<file path="src/verilog/lcdPkg.sv">
package lcdPkg;

	// ----------------------------------------------------------------------
	// byte kinds on the lcd bus
	// ----------------------------------------------------------------------

	typedef enum logic {
		kindCmd  = 1'b0,	// rs low.
		kindChar = 1'b1	// rs high.
	} lcdByteKind;

	typedef struct packed {
		lcdByteKind kind;
		logic [7:0] value;
	} lcdByte;

	// ----------------------------------------------------------------------
	// hd44780 command codes
	// ----------------------------------------------------------------------

	localparam logic [7:0] cmdFunctionSet = 8'h28;	// 4-bit bus, two lines, 5x8 font.
	localparam logic [7:0] cmdDisplayOn   = 8'h0C;	// display on, cursor off.
	localparam logic [7:0] cmdEntryMode   = 8'h06;	// increment, no shift.
	localparam logic [7:0] cmdClear       = 8'h01;
	localparam logic [7:0] cmdHome        = 8'h80;	// ddram address of line 1.

	// ----------------------------------------------------------------------
	// message table
	// ----------------------------------------------------------------------

	localparam int msgLength = 16;

	// first character of each string lands in element 0.
	localparam logic [0:1][0:msgLength-1][7:0] msgTable = '{
		"Hello, world!   ",
		"Next string here"
	};

endpackage

</file>
<file path="src/verilog/lcdCmdIf.sv">
`timescale 1ns/1ps

interface lcdCmdIf (
	input logic clk
);

	logic          valid;	// one cycle per byte, only with a credit held.
	lcdPkg::lcdByte payload;
	logic          credit;	// one pulse per free slot in the driver.
	logic          ready;	// init finished.

	modport sequencer (
		input  clk,
		output valid,
		output payload,
		input  credit,
		input  ready
	);

	modport driver (
		input  clk,
		input  valid,
		input  payload,
		output credit,
		output ready
	);

endinterface

</file>
<file path="src/verilog/buttonSync.sv">
`timescale 1ns/1ps

module buttonSync #(
	parameter int unsigned debounceCycles = 500000
) (
	input  logic clk,
	input  logic reset,
	input  logic button,
	output logic press
);

	localparam int cntWidth = $clog2(debounceCycles + 1);
	localparam logic [cntWidth-1:0] countLast = cntWidth'(debounceCycles - 1);

	logic                syncA;
	logic                syncB;
	logic                level;	// accepted, debounced level.
	logic                levelQ;
	logic [cntWidth-1:0] count;

	always_ff @(posedge clk) begin
		if (reset) begin
			syncA  <= 1'b0;
			syncB  <= 1'b0;
			level  <= 1'b0;
			levelQ <= 1'b0;
			count  <= '0;
			press  <= 1'b0;
		end else begin
			syncA  <= button;
			syncB  <= syncA;
			levelQ <= level;
			press  <= level & ~levelQ;	// one pulse per accepted rise.

			if (syncB == level) begin
				count <= '0;	// bounce back, start over.
			end else if (count == countLast) begin
				level <= syncB;
				count <= '0;
			end else begin
				count <= count + 1'b1;
			end
		end
	end

endmodule

</file>
<file path="src/verilog/messageSequencer.sv">
`timescale 1ns/1ps

module messageSequencer (
	input  logic clk,
	input  logic reset,
	input  logic clearAll,
	input  logic nextString,
	lcdCmdIf.sequencer link
);

	typedef enum logic [1:0] {
		reqNone,
		reqStart,	// first message after init, no toggle.
		reqNext,
		reqClear
	} reqKind;

	// step 0 is the clear, step 1 the home, then one step per character.
	localparam logic [4:0] lastStep = 5'(lcdPkg::msgLength + 1);

	reqKind     pending;
	reqKind     newReq;
	reqKind     request;
	logic       haveCredit;
	logic       creditAvail;
	logic       active;
	logic [4:0] step;
	logic       msgIndex;
	logic       readyQ;

	// ----------------------------------------------------------------------
	// byte for a list position
	// ----------------------------------------------------------------------

	function automatic lcdPkg::lcdByte byteFor(input logic [4:0] s, input logic idx);
		lcdPkg::lcdByte b;
		logic [4:0]     charPos;
		charPos = s - 5'd2;
		if (s == 5'd0) begin
			b.kind  = lcdPkg::kindCmd;
			b.value = lcdPkg::cmdClear;
		end else if (s == 5'd1) begin
			b.kind  = lcdPkg::kindCmd;
			b.value = lcdPkg::cmdHome;
		end else begin
			b.kind  = lcdPkg::kindChar;
			b.value = lcdPkg::msgTable[idx][charPos[3:0]];
		end
		return b;
	endfunction

	// ----------------------------------------------------------------------
	// request selection
	// ----------------------------------------------------------------------

	always_comb begin
		if (nextString) begin
			newReq = reqNext;	// a fresh press replaces an older one.
		end else if (clearAll) begin
			newReq = reqClear;
		end else if (link.ready && !readyQ) begin
			newReq = reqStart;
		end else begin
			newReq = reqNone;
		end
	end

	assign request     = (newReq != reqNone) ? newReq : pending;
	assign creditAvail = haveCredit | link.credit;

	// ----------------------------------------------------------------------
	// list walker
	// ----------------------------------------------------------------------

	always_ff @(posedge clk) begin
		if (reset) begin
			pending    <= reqNone;
			haveCredit <= 1'b0;
			active     <= 1'b0;
			step       <= '0;
			msgIndex   <= 1'b0;
			readyQ     <= 1'b0;
			link.valid <= 1'b0;
		end else begin
			readyQ     <= link.ready;
			link.valid <= 1'b0;

			if (link.credit) begin
				haveCredit <= 1'b1;
			end
			if (newReq != reqNone) begin
				pending <= newReq;	// held until the running list ends.
			end

			if (active && creditAvail) begin
				link.valid   <= 1'b1;
				link.payload <= byteFor(step, msgIndex);
				haveCredit   <= 1'b0;
				if (step == lastStep) begin
					active <= 1'b0;
				end else begin
					step <= step + 1'b1;
				end
			end else if (!active && request != reqNone && creditAvail) begin
				// every list opens with a clear.
				link.valid   <= 1'b1;
				link.payload <= byteFor(5'd0, msgIndex);
				haveCredit   <= 1'b0;
				pending      <= reqNone;
				active       <= (request != reqClear);
				step         <= 5'd1;
				if (request == reqNext) begin
					msgIndex <= ~msgIndex;
				end
			end
		end
	end

endmodule

</file>
<file path="src/verilog/lcdNibbleDriver.sv">
`timescale 1ns/1ps

module lcdNibbleDriver #(
	parameter int unsigned powerOnCycles   = 750000,
	parameter int unsigned setupCycles     = 2,
	parameter int unsigned enableCycles    = 12,
	parameter int unsigned shortWaitCycles = 2000,
	parameter int unsigned longWaitCycles  = 82000
) (
	input  logic       clk,
	input  logic       reset,
	lcdCmdIf.driver    link,
	output logic       lcdRs,
	output logic       lcdRw,
	output logic       lcdE,
	output logic [3:0] lcdData
);

	typedef enum logic [2:0] {
		stPowerOn,
		stSetup,
		stEnableHigh,
		stEnableLow,
		stWait,
		stIdle
	} drvState;

	drvState        state;
	logic [31:0]    count;
	logic [31:0]    phaseLen;
	logic           phaseDone;
	logic           waitLong;
	logic [2:0]     initStep;	// 0..3 nibbles, 4..7 full bytes.
	logic           halfOnly;	// init nibble, no low half.
	logic           nibbleLow;
	lcdPkg::lcdByte curByte;
	lcdPkg::lcdByte nextInit;

	// ----------------------------------------------------------------------
	// power-on init list
	// ----------------------------------------------------------------------

	function automatic lcdPkg::lcdByte initItem(input logic [2:0] s);
		lcdPkg::lcdByte b;
		b.kind = lcdPkg::kindCmd;
		case (s)
			3'd0, 3'd1, 3'd2: b.value = 8'h03;
			3'd3:             b.value = 8'h02;	// switch to 4-bit bus.
			3'd4:             b.value = lcdPkg::cmdFunctionSet;
			3'd5:             b.value = lcdPkg::cmdDisplayOn;
			3'd6:             b.value = lcdPkg::cmdEntryMode;
			default:          b.value = lcdPkg::cmdClear;
		endcase
		return b;
	endfunction

	assign nextInit = initItem(initStep + 3'd1);

	// ----------------------------------------------------------------------
	// phase length per state
	// ----------------------------------------------------------------------

	assign waitLong = halfOnly ||
		(curByte.kind == lcdPkg::kindCmd && curByte.value == lcdPkg::cmdClear);

	always_comb begin
		case (state)
			stPowerOn:    phaseLen = powerOnCycles;
			stSetup:      phaseLen = setupCycles;
			stEnableHigh: phaseLen = enableCycles;
			stEnableLow:  phaseLen = enableCycles;
			stWait:       phaseLen = waitLong ? longWaitCycles : shortWaitCycles;
			default:      phaseLen = 32'd1;
		endcase
	end

	assign phaseDone = (count == phaseLen - 32'd1);
	assign lcdRw     = 1'b0;	// write only, busy flag never read.

	// ----------------------------------------------------------------------
	// sequencer of pins
	// ----------------------------------------------------------------------

	always_ff @(posedge clk) begin
		if (reset) begin
			state       <= stPowerOn;
			count       <= '0;
			initStep    <= '0;
			halfOnly    <= 1'b0;
			nibbleLow   <= 1'b0;
			lcdRs       <= 1'b0;
			lcdE        <= 1'b0;
			lcdData     <= 4'h0;
			link.ready  <= 1'b0;
			link.credit <= 1'b0;
		end else begin
			link.credit <= 1'b0;

			if (state == stIdle || phaseDone) begin
				count <= '0;
			end else begin
				count <= count + 32'd1;
			end

			case (state)
				stPowerOn: begin
					if (phaseDone) begin
						lcdRs    <= 1'b0;
						lcdData  <= 4'h3;	// first init nibble.
						halfOnly <= 1'b1;
						state    <= stSetup;
					end
				end
				stSetup: begin
					if (phaseDone) begin
						lcdE  <= 1'b1;
						state <= stEnableHigh;
					end
				end
				stEnableHigh: begin
					if (phaseDone) begin
						lcdE  <= 1'b0;	// data latched on this fall.
						state <= stEnableLow;
					end
				end
				stEnableLow: begin
					if (phaseDone) begin
						if (halfOnly || nibbleLow) begin
							state <= stWait;
						end else begin
							nibbleLow <= 1'b1;
							lcdData   <= curByte.value[3:0];
							state     <= stSetup;
						end
					end
				end
				stWait: begin
					if (phaseDone) begin
						if (link.ready) begin
							link.credit <= 1'b1;
							state       <= stIdle;
						end else if (initStep == 3'd7) begin
							link.ready  <= 1'b1;	// stays high from here on.
							link.credit <= 1'b1;
							state       <= stIdle;
						end else begin
							initStep  <= initStep + 3'd1;
							lcdRs     <= 1'b0;
							nibbleLow <= 1'b0;
							curByte   <= nextInit;
							state     <= stSetup;
							if (initStep < 3'd3) begin
								halfOnly <= 1'b1;
								lcdData  <= nextInit.value[3:0];
							end else begin
								halfOnly <= 1'b0;
								lcdData  <= nextInit.value[7:4];
							end
						end
					end
				end
				default: begin
					if (link.valid) begin
						curByte   <= link.payload;
						lcdRs     <= (link.payload.kind == lcdPkg::kindChar);
						lcdData   <= link.payload.value[7:4];
						halfOnly  <= 1'b0;
						nibbleLow <= 1'b0;
						state     <= stSetup;
					end
				end
			endcase
		end
	end

endmodule

</file>
<file path="src/verilog/lcdTop.sv">
`timescale 1ns/1ps

module lcdTop #(
	parameter int unsigned debounceCycles  = 500000,
	parameter int unsigned powerOnCycles   = 750000,
	parameter int unsigned setupCycles     = 2,
	parameter int unsigned enableCycles    = 12,
	parameter int unsigned shortWaitCycles = 2000,
	parameter int unsigned longWaitCycles  = 82000
) (
	input  logic       clk,
	input  logic       reset,
	input  logic       clearAll,
	input  logic       nextString,
	output logic       lcdRs,
	output logic       lcdRw,
	output logic       lcdE,
	output logic [3:0] lcdData
);

	logic clearPress;
	logic nextPress;

	lcdCmdIf link (.clk(clk));

	buttonSync #(.debounceCycles(debounceCycles)) clearSync (
		.clk(clk), .reset(reset), .button(clearAll), .press(clearPress)
	);

	buttonSync #(.debounceCycles(debounceCycles)) nextSync (
		.clk(clk), .reset(reset), .button(nextString), .press(nextPress)
	);

	messageSequencer sequencer0 (
		.clk(clk), .reset(reset), .clearAll(clearPress), .nextString(nextPress),
		.link(link.sequencer)
	);

	lcdNibbleDriver #(
		.powerOnCycles(powerOnCycles),
		.setupCycles(setupCycles),
		.enableCycles(enableCycles),
		.shortWaitCycles(shortWaitCycles),
		.longWaitCycles(longWaitCycles)
	) driver0 (
		.clk(clk), .reset(reset), .link(link.driver),
		.lcdRs(lcdRs), .lcdRw(lcdRw), .lcdE(lcdE), .lcdData(lcdData)
	);

endmodule

</file>
<file path="config.mk">
export PLATFORM = sky130hd
export DESIGN_NAME = lcdTop
export DESIGN_NICKNAME = d
export VERILOG_FILES = /design/src/verilog/lcdPkg.sv /design/src/verilog/lcdCmdIf.sv /design/src/verilog/buttonSync.sv /design/src/verilog/messageSequencer.sv /design/src/verilog/lcdNibbleDriver.sv /design/src/verilog/lcdTop.sv
export SDC_FILE = /design/constraint.sdc
export NUM_CORES = 1
export LEC_CHECK = 0
export ABC_AREA = 1
export BUFFER_PORTS_ARGS = -buffer_cell sky130_fd_sc_hd__buf_2
export CORE_ASPECT_RATIO = 1.1
export CORE_MARGIN = 8
export CORE_UTILIZATION = 55
export CTS_BUF_LIST = sky130_fd_sc_hd__clkbuf_8
export DETAILED_ROUTE_END_ITERATION = 16
export PLACE_DENSITY = 0.74
export REMOVE_ABC_BUFFERS = 1
export SLEW_MARGIN = 0
export SYNTH_ARGS = -nofsm -noshare
export SYNTH_HDL_FRONTEND = slang
export SYNTH_SLANG_ARGS = --single-unit
</file>
<file path="constraint.sdc">
create_clock -name clk -period 3.8 [get_ports clk]
set_input_delay 0.19 -clock clk [delete_from_list [all_inputs] [get_ports clk]]
set_output_delay 0.19 -clock clk [all_outputs]
set_load 0.02 [all_outputs]
</file>
==> results of run 1 <==
-- worst max path at each step --
stage                startpoint                 end  slack [ns]
4_1_cts        driver0.state[1]  driver0.curByte[1]        0.54
5_1_grt        driver0.state[1]  driver0.curByte[1]        0.23
2_1_floorplan  driver0.state[1]  driver0.curByte[0]        1.01
3_5_place_dp   driver0.state[1]  driver0.curByte[6]        0.60
6_report       driver0.state[1]  driver0.curByte[1]        0.54
3_3_place_gp   driver0.state[1]  driver0.curByte[6]        0.71
-- cell usage after synthesis, types with 9 or more instances --
| cell | n |
|---|---|
| sky130_fd_sc_hd__a21oi_1 | 64 |
| sky130_fd_sc_hd__nand3_1 | 46 |
| sky130_fd_sc_hd__edfxtp_1 | 18 |
| sky130_fd_sc_hd__nor2_1 | 124 |
| sky130_fd_sc_hd__dfxtp_1 | 108 |
| sky130_fd_sc_hd__inv_1 | 124 |
| sky130_fd_sc_hd__clkbuf_1 | 9 |
| sky130_fd_sc_hd__nand2_1 | 170 |
| sky130_fd_sc_hd__o21ai_0 | 40 |
| sky130_fd_sc_hd__ha_1 | 25 |
| sky130_fd_sc_hd__nor3_1 | 43 |
-- routing by layer --
layer	part of all wire [%]	GRT usage, %	vias up
met2	45	26.4	87
met5	0	0	-
met4	2.2	8.68	0
li1	-	-	2957
met3	4.1	4.10	21
met1	48	19.5	2395
-- metrics by stage --
step | instances | hold WS, ns
finish | 1076 | 0.170
detailed placement | 1044 | 0.384
CTS | 1076 | 0.139
floorplan | 882 | 0.259
global placement | 1044 | 0.376
global route | 1076 | 0.190
-- worst max-delay path: stages (launching register included) --
cell and delay, ns:
sky130_fd_sc_hd__dfxtp_1 0.41, sky130_fd_sc_hd__nor2_2 0.38, sky130_fd_sc_hd__ha_1 0.32, sky130_fd_sc_hd__nand2_1 0.06
sky130_fd_sc_hd__inv_1 0.03, sky130_fd_sc_hd__nor2_1 0.10, sky130_fd_sc_hd__nand2_1 0.06, sky130_fd_sc_hd__nor2_1 0.10
sky130_fd_sc_hd__nand3_1 0.07, sky130_fd_sc_hd__nor2_1 0.09, sky130_fd_sc_hd__nand3_1 0.12, sky130_fd_sc_hd__nor3_4 0.24
sky130_fd_sc_hd__nand3_1 0.17, sky130_fd_sc_hd__nand2_1 0.15, sky130_fd_sc_hd__nand2_1 0.06, sky130_fd_sc_hd__nor2_1 0.53
-- registers in the layout, summed over array words and instances (netlist names), 2 cells and up --
signal,cells
driver0.lcdData,4
nextSync.count,19
clearSync.count,19
driver0.state,3
driver0.curByte,9
sequencer0.pending,2
sequencer0.step,5
driver0.initStep,3
driver0.count,32
sequencer0.link.payload,9
-- power by group --
part	total, mW	switching (mW)	internal (mW)
clock network	1.31	0.492	0.817
registers	1.36	0.00478	1.35
logic	0.0370	0.0255	0.0115
total	2.70	0.522	2.18
-- final cells by class --
type	instances	share of cell area, %
inverter	135	7.06
sequential	126	37.6
clock buffer	20	3.83
clock inverter	10	2.39
tap	150	2.61
timing repair buffer	14	1.22
multi-input combinational	621	45.3
-- cells by family after synthesis --
group           after synthesis  share of synthesized area (%)
compound gates              142                           12.3
simple gates                443                           31.1
fa+ha+maj                    25                           4.79
buf+inv                     152                           9.09
flops                       126                           41.3
other cells                   1                         0.0574
xor+xnor                     10                           1.34
==> impl_metrics.env, run 1 <==
export IMPL_status="complete, no violations"
export IMPL_regArea_sq_mm=0.00270
export IMPL_area_growth_synth_to_final_pct=9.86
export IMPL_drc=0
export IMPL_clkLatencyLatePin_ns=0.43
export IMPL_power_density_mw_per_mm2=376
export IMPL_post_synth_top_area_fraction_pct=33.1
export IMPL_viasPerCell=5.07
export IMPL_fin_crit_ns=3.26
export IMPL_worst_reg2reg_startpoint="driver0.state[1]"
export IMPL_groute_usage_overall_pct=16.3
export IMPL_drt_iter0_markers=337
export IMPL_detailedPlace_worstSlack_ns=0.598
export IMPL_synth_cell_types=53
export IMPL_fraction_of_registers_with_async_set_reset_pct=0
export IMPL_dieArea_sq_mm=0.0156
export IMPL_stdcell_area_sq_mm=0.00718
export IMPL_gpl_final_weighted_congestion=0.889
export IMPL_post_cts_resized=0
export IMPL_multi_input_comb_area_sq_mm=0.00325
export IMPL_tritoncts="done"
export IMPL_tritoncts_num_buffers=17
export IMPL_leakage_nw=2.85
export IMPL_synth_ff_latch_count=126
export IMPL_finalCoreUtilization_pct=62.2
export IMPL_worst_r2r_endpoint="driver0.curByte[1]"
export IMPL_totalNegativeSetupSlack_ns=0
export IMPL_clock_sinks=126
export IMPL_cts_max_level=4
export IMPL_design_power_total_mw=2.70
export IMPL_placement_rows=41
export IMPL_final_net_count=944
export IMPL_routedWlPerCell_microns=11.3
export IMPL_rsz0062_at_grt="false"
export IMPL_drt_total_wl_microns=12100
export IMPL_timing_worst_slew_pin_value_ns=0.862
export IMPL_grt_start_max_net_pins=22
export IMPL_synth_seq_area_share_pct=41.3
export IMPL_cp_data_required_time_ns=3.87
export IMPL_ir_worst_vdd_v=0.000188
export IMPL_cts_hold_buf=2
export IMPL_hold_path_startpoint="reset"
export IMPL_cp_end_kind="flop"
export IMPL_hold_depth=2
export IMPL_antenna_cells=0
export IMPL_yosys_warnings=0
export IMPL_layout_filler_cells=1064
export IMPL_max_cap_violations=0
export IMPL_antenna_found_initial=0
export IMPL_startpoint_type_of_the_worst_setup_path="flop"
export IMPL_syn_mean_instance_area_sq_um=7.27
export IMPL_netlist_area_sq_mm=0.00654
export IMPL_detail_route_first_pass_iterations=7
export IMPL_clk_path_buf_depth=2
export IMPL_final_min_period_over_clock_period_pct=85.8
export IMPL_crit_path_category="flop to flop"
export IMPL_clock_root_buffer="sky130_fd_sc_hd__clkbuf_8"
export IMPL_grt_pass1_vias=4916
export IMPL_fin_worst_skew_ns=0.00721
export IMPL_global_route_wire_length_before_repair_microns=21000
export IMPL_clk_pin_slew_ns=0.07
export IMPL_mostFrequentLayoutCell="sky130_fd_sc_hd__nand2_1"
export IMPL_io_buffers=9
export IMPL_mostFrequentLayoutCells="sky130_fd_sc_hd__nand2_1, sky130_fd_sc_hd__inv_1, sky130_fd_sc_hd__nor2_1, sky130_fd_sc_hd__dfxtp_1, sky130_fd_sc_hd__a21oi_1"
export IMPL_synthesis_instances=899
export IMPL_initial_utilization_pct=56.6
export IMPL_final_max_slew_violation_count=0
export IMPL_hp_class="input port to flop"
export IMPL_netlist_top_cells_area="sky130_fd_sc_hd__dfxtp_1, sky130_fd_sc_hd__nand2_1, sky130_fd_sc_hd__edfxtp_1"
export IMPL_cts_repair_timing_setup_buffer_count=0
export IMPL_placeableCoreArea_sq_mm=0.0115
export IMPL_final_layout_size_suffix_gt1_share_pct=8.86
export IMPL_crit_fanout=11
export IMPL_finalHoldViolCount=0
export IMPL_worst_r2r_path_depth=15
export IMPL_grt_overflow_total=0
export IMPL_hold_path_endpoint="nextSync.levelQ"
export IMPL_synth_enable_flop_cells=18
export IMPL_ys_flop_type="sky130_fd_sc_hd__dfxtp_1"
export IMPL_boundaryPins=11
export IMPL_total_via_count_in_the_routed_design=5460
export IMPL_final_antenna_net_count=0
export IMPL_rrSetupSlack_ns=0.54
export IMPL_achievable_frequency_mhz=307
export IMPL_detailed_place_area_sq_mm=0.00671
export IMPL_postLayoutSetupSlackWorst_ns=0.539
export IMPL_crit_arrival_ns=3.33
export IMPL_cell_type_with_the_largest_total_area_after_synthesis="sky130_fd_sc_hd__dfxtp_1"
export IMPL_detailed_place_hpwl_microns=8850
export IMPL_floorplan_die_height_microns=130
export IMPL_setup_viol_count_final=0
export IMPL_dieWidth_microns=120
export IMPL_slew_limit_headroom_pct=42.6
Power figures use the tool's default switching activity.
==> inputs of run 2 (changes only) <==
==> constraint.sdc (replaced) <==
create_clock -name clk -period 3.3 [get_ports clk]
set_input_delay 0.165 -clock clk [delete_from_list [all_inputs] [get_ports clk]]
set_output_delay 0.165 -clock clk [all_outputs]
set_load 0.02 [all_outputs]
==> run 2 against run 1 <==
Net effect: combinational power up 19%; worst hold slack lost 0.00078 ns; setup slack got worse by 0.087 ns; final cell count rose by 0.56%; sequential cell count is the same; critical path depth increased by 1; core utilization up 0.41 points; power is 16% higher; via count is 0.77% higher; cell area is 0.66% higher.
==> impl_metrics.env, run 2 (synthesized netlist as in run 1, its figures left out) <==
export IMPL_initial_utilization_pct=56.6
export IMPL_gpl_final_weighted_congestion=0.909
export IMPL_clock_root_buffer="sky130_fd_sc_hd__clkbuf_8"
export IMPL_stdcell_area_sq_mm=0.00723
export IMPL_placement_rows=41
export IMPL_grt_pass1_vias=5096
export IMPL_boundaryPins=11
export IMPL_cp_end_kind="flop"
export IMPL_clk_path_buf_depth=2
export IMPL_design_power_total_mw=3.14
export IMPL_routedWlPerCell_microns=11.2
export IMPL_fin_worst_skew_ns=0.00784
export IMPL_rsz0062_at_grt="false"
export IMPL_clock_sinks=126
export IMPL_critical_path_buf_inv_count=2
export IMPL_detailed_place_area_sq_mm=0.00674
export IMPL_finalHoldViolCount=0
export IMPL_crit_path_category="flop to flop"
export IMPL_crit_fanout=11
export IMPL_met1_usage_pct=20.2
export IMPL_hp_class="input port to flop"
export IMPL_detail_route_first_pass_iterations=5
export IMPL_crit_arrival_ns=3.00
export IMPL_detailed_place_hpwl_microns=9020
export IMPL_placeableCoreArea_sq_mm=0.0115
export IMPL_largest_register_by_flop_count="driver0.count"
export IMPL_slew_limit_headroom_pct=32.7
export IMPL_global_route_wire_length_before_repair_microns=21800
export IMPL_max_reg_flops=32
export IMPL_dieArea_sq_mm=0.0156
export IMPL_grt_start_max_net_pins=25
export IMPL_groute_usage_overall_pct=16.9
export IMPL_floorplan_die_height_microns=130
export IMPL_postLayoutSetupSlackWorst_ns=0.452
export IMPL_critical_path_top_delay_family="simple AND/OR/NAND/NOR gates"
export IMPL_final_layout_size_suffix_gt1_share_pct=9.76
export IMPL_tritoncts="done"
export IMPL_totalNegativeSetupSlack_ns=0
export IMPL_io_buffers=9
export IMPL_status="complete, no violations"
export IMPL_critical_path_cell_chain="nor2_2 -> ha_1 -> nand2_1 -> inv_1 -> nor2_1 -> nand2_1 -> nor2_1 -> nand3_1 -> nor2_1 -> nand3_1 -> nor3_4 -> nand3_1 -> nand2_1 -> nand2_1 -> nor2_1 -> buf_4"
export IMPL_max_cap_violations=0
export IMPL_drc=0
export IMPL_reg_largest_list="driver0.count (32), clearSync.count (19), nextSync.count (19)"
export IMPL_startpoint_type_of_the_worst_setup_path="flop"
export IMPL_setup_viol_count_final=0
export IMPL_dieWidth_microns=120
export IMPL_final_antenna_net_count=0
export IMPL_final_max_slew_violation_count=0
export IMPL_ir_worst_vdd_v=0.000299
export IMPL_final_min_period_over_clock_period_pct=86.3
export IMPL_area_growth_synth_to_final_pct=10.6
export IMPL_detailedPlace_worstSlack_ns=0.465
export IMPL_clkLatencyLatePin_ns=0.44
export IMPL_tritoncts_num_buffers=17
export IMPL_fin_crit_ns=2.85
export IMPL_crit_path_max_incr_delay_ns=0.41
export IMPL_timing_worst_slew_pin_value_ns=1.01
export IMPL_drt_iter0_markers=320
export IMPL_achievable_frequency_mhz=351
export IMPL_cp_slowest_cell="sky130_fd_sc_hd__dfxtp_1"
export IMPL_total_via_count_in_the_routed_design=5502
export IMPL_drt_total_wl_microns=12200
export IMPL_antenna_cells=0
export IMPL_clk_pin_slew_ns=0.07
export IMPL_rrSetupSlack_ns=0.45
export IMPL_grt_busiest_layer="met2"
export IMPL_cts_max_level=4
export IMPL_viasPerCell=5.09
export IMPL_mostFrequentLayoutCell="sky130_fd_sc_hd__nand2_1"
export IMPL_grt_use_met3_pct=3.93
export IMPL_final_net_count=948
export IMPL_cp_data_required_time_ns=3.45
export IMPL_leakage_nw=2.87
export IMPL_grt_util_met2_pct=28.3
export IMPL_antenna_found_initial=0
export IMPL_post_cts_resized=0
export IMPL_power_density_mw_per_mm2=435
export IMPL_mostFrequentLayoutCells="sky130_fd_sc_hd__nand2_1, sky130_fd_sc_hd__inv_1, sky130_fd_sc_hd__nor2_1, sky130_fd_sc_hd__dfxtp_1, sky130_fd_sc_hd__a21oi_1"
export IMPL_grt_overflow_total=0
## run 2: cell types whose count changed in the layout (fill, tap and decap cells not counted), sizes merged
cell | before | now
buf | 12 | 16
clkinv | 5 | 10
inv | 135 | 132
## run 2: worst paths after layout
kind | startpoint | endpoint | cells past startpoint
min reg2reg | nextSync.levelQ | nextSync.press | 1
max reg2reg | driver0.state[1] | driver0.curByte[4] | 16
min | reset | nextSync.syncB | 3
max | driver0.state[1] | driver0.curByte[4] | 16
## run 2: worst register-to-register path: stages (launching register included)
cell                      delay [ns]
sky130_fd_sc_hd__dfxtp_1        0.41
sky130_fd_sc_hd__nor2_2         0.36
sky130_fd_sc_hd__ha_1           0.32
sky130_fd_sc_hd__nand2_1        0.06
sky130_fd_sc_hd__inv_1          0.04
sky130_fd_sc_hd__nor2_1         0.08
sky130_fd_sc_hd__nand2_1        0.05
sky130_fd_sc_hd__nor2_1         0.10
sky130_fd_sc_hd__nand3_1        0.07
sky130_fd_sc_hd__nor2_1         0.09
sky130_fd_sc_hd__nand3_1        0.11
sky130_fd_sc_hd__nor3_4         0.22
sky130_fd_sc_hd__nand3_1        0.15
sky130_fd_sc_hd__nand2_1        0.14
sky130_fd_sc_hd__nand2_1        0.06
sky130_fd_sc_hd__nor2_1         0.10
sky130_fd_sc_hd__buf_4          0.18
## run 2: area by class of cell
type	instances	area (sq um)
repair buffers	18	118
multi-input cells	621	3250
clock inverters	12	189
flip-flops and latches	126	2700
well taps	150	188
fillers	1054	4310
clock buffers	20	275
inverters	135	507
## run 2: stage by stage
step / utilization, % / instances / hold slack (ns)
floorplan: - / 882 / 0.234
CTS: 62.6 / 1082 / 0.154
global placement: 58.4 / 1048 / 0.373
global route: 62.6 / 1082 / 0.166
detailed placement: 58.4 / 1048 / 0.372
finish: 62.6 / 1082 / 0.169
## run 2: per-layer routing
metal | vias to the layer above | part of all wire [%]
met3 | 21 | 3.9
met1 | 2436 | 48
met2 | 82 | 46
li1 | 2963 | -
met4 | 0 | 2.0
met5 | - | 0
## run 2: where the power goes
| group | switching, mW | internal (mW) |
|---|---|---|
| Sequential | 0.00529 | 1.56 |
| Combinational | 0.0300 | 0.0141 |
| Clock | 0.585 | 0.952 |
## run 2: what timing repair did
action,CTS,global route
buffers inserted,0,0
hold buffers,2,0
endpoints found under the hold margin,2,0
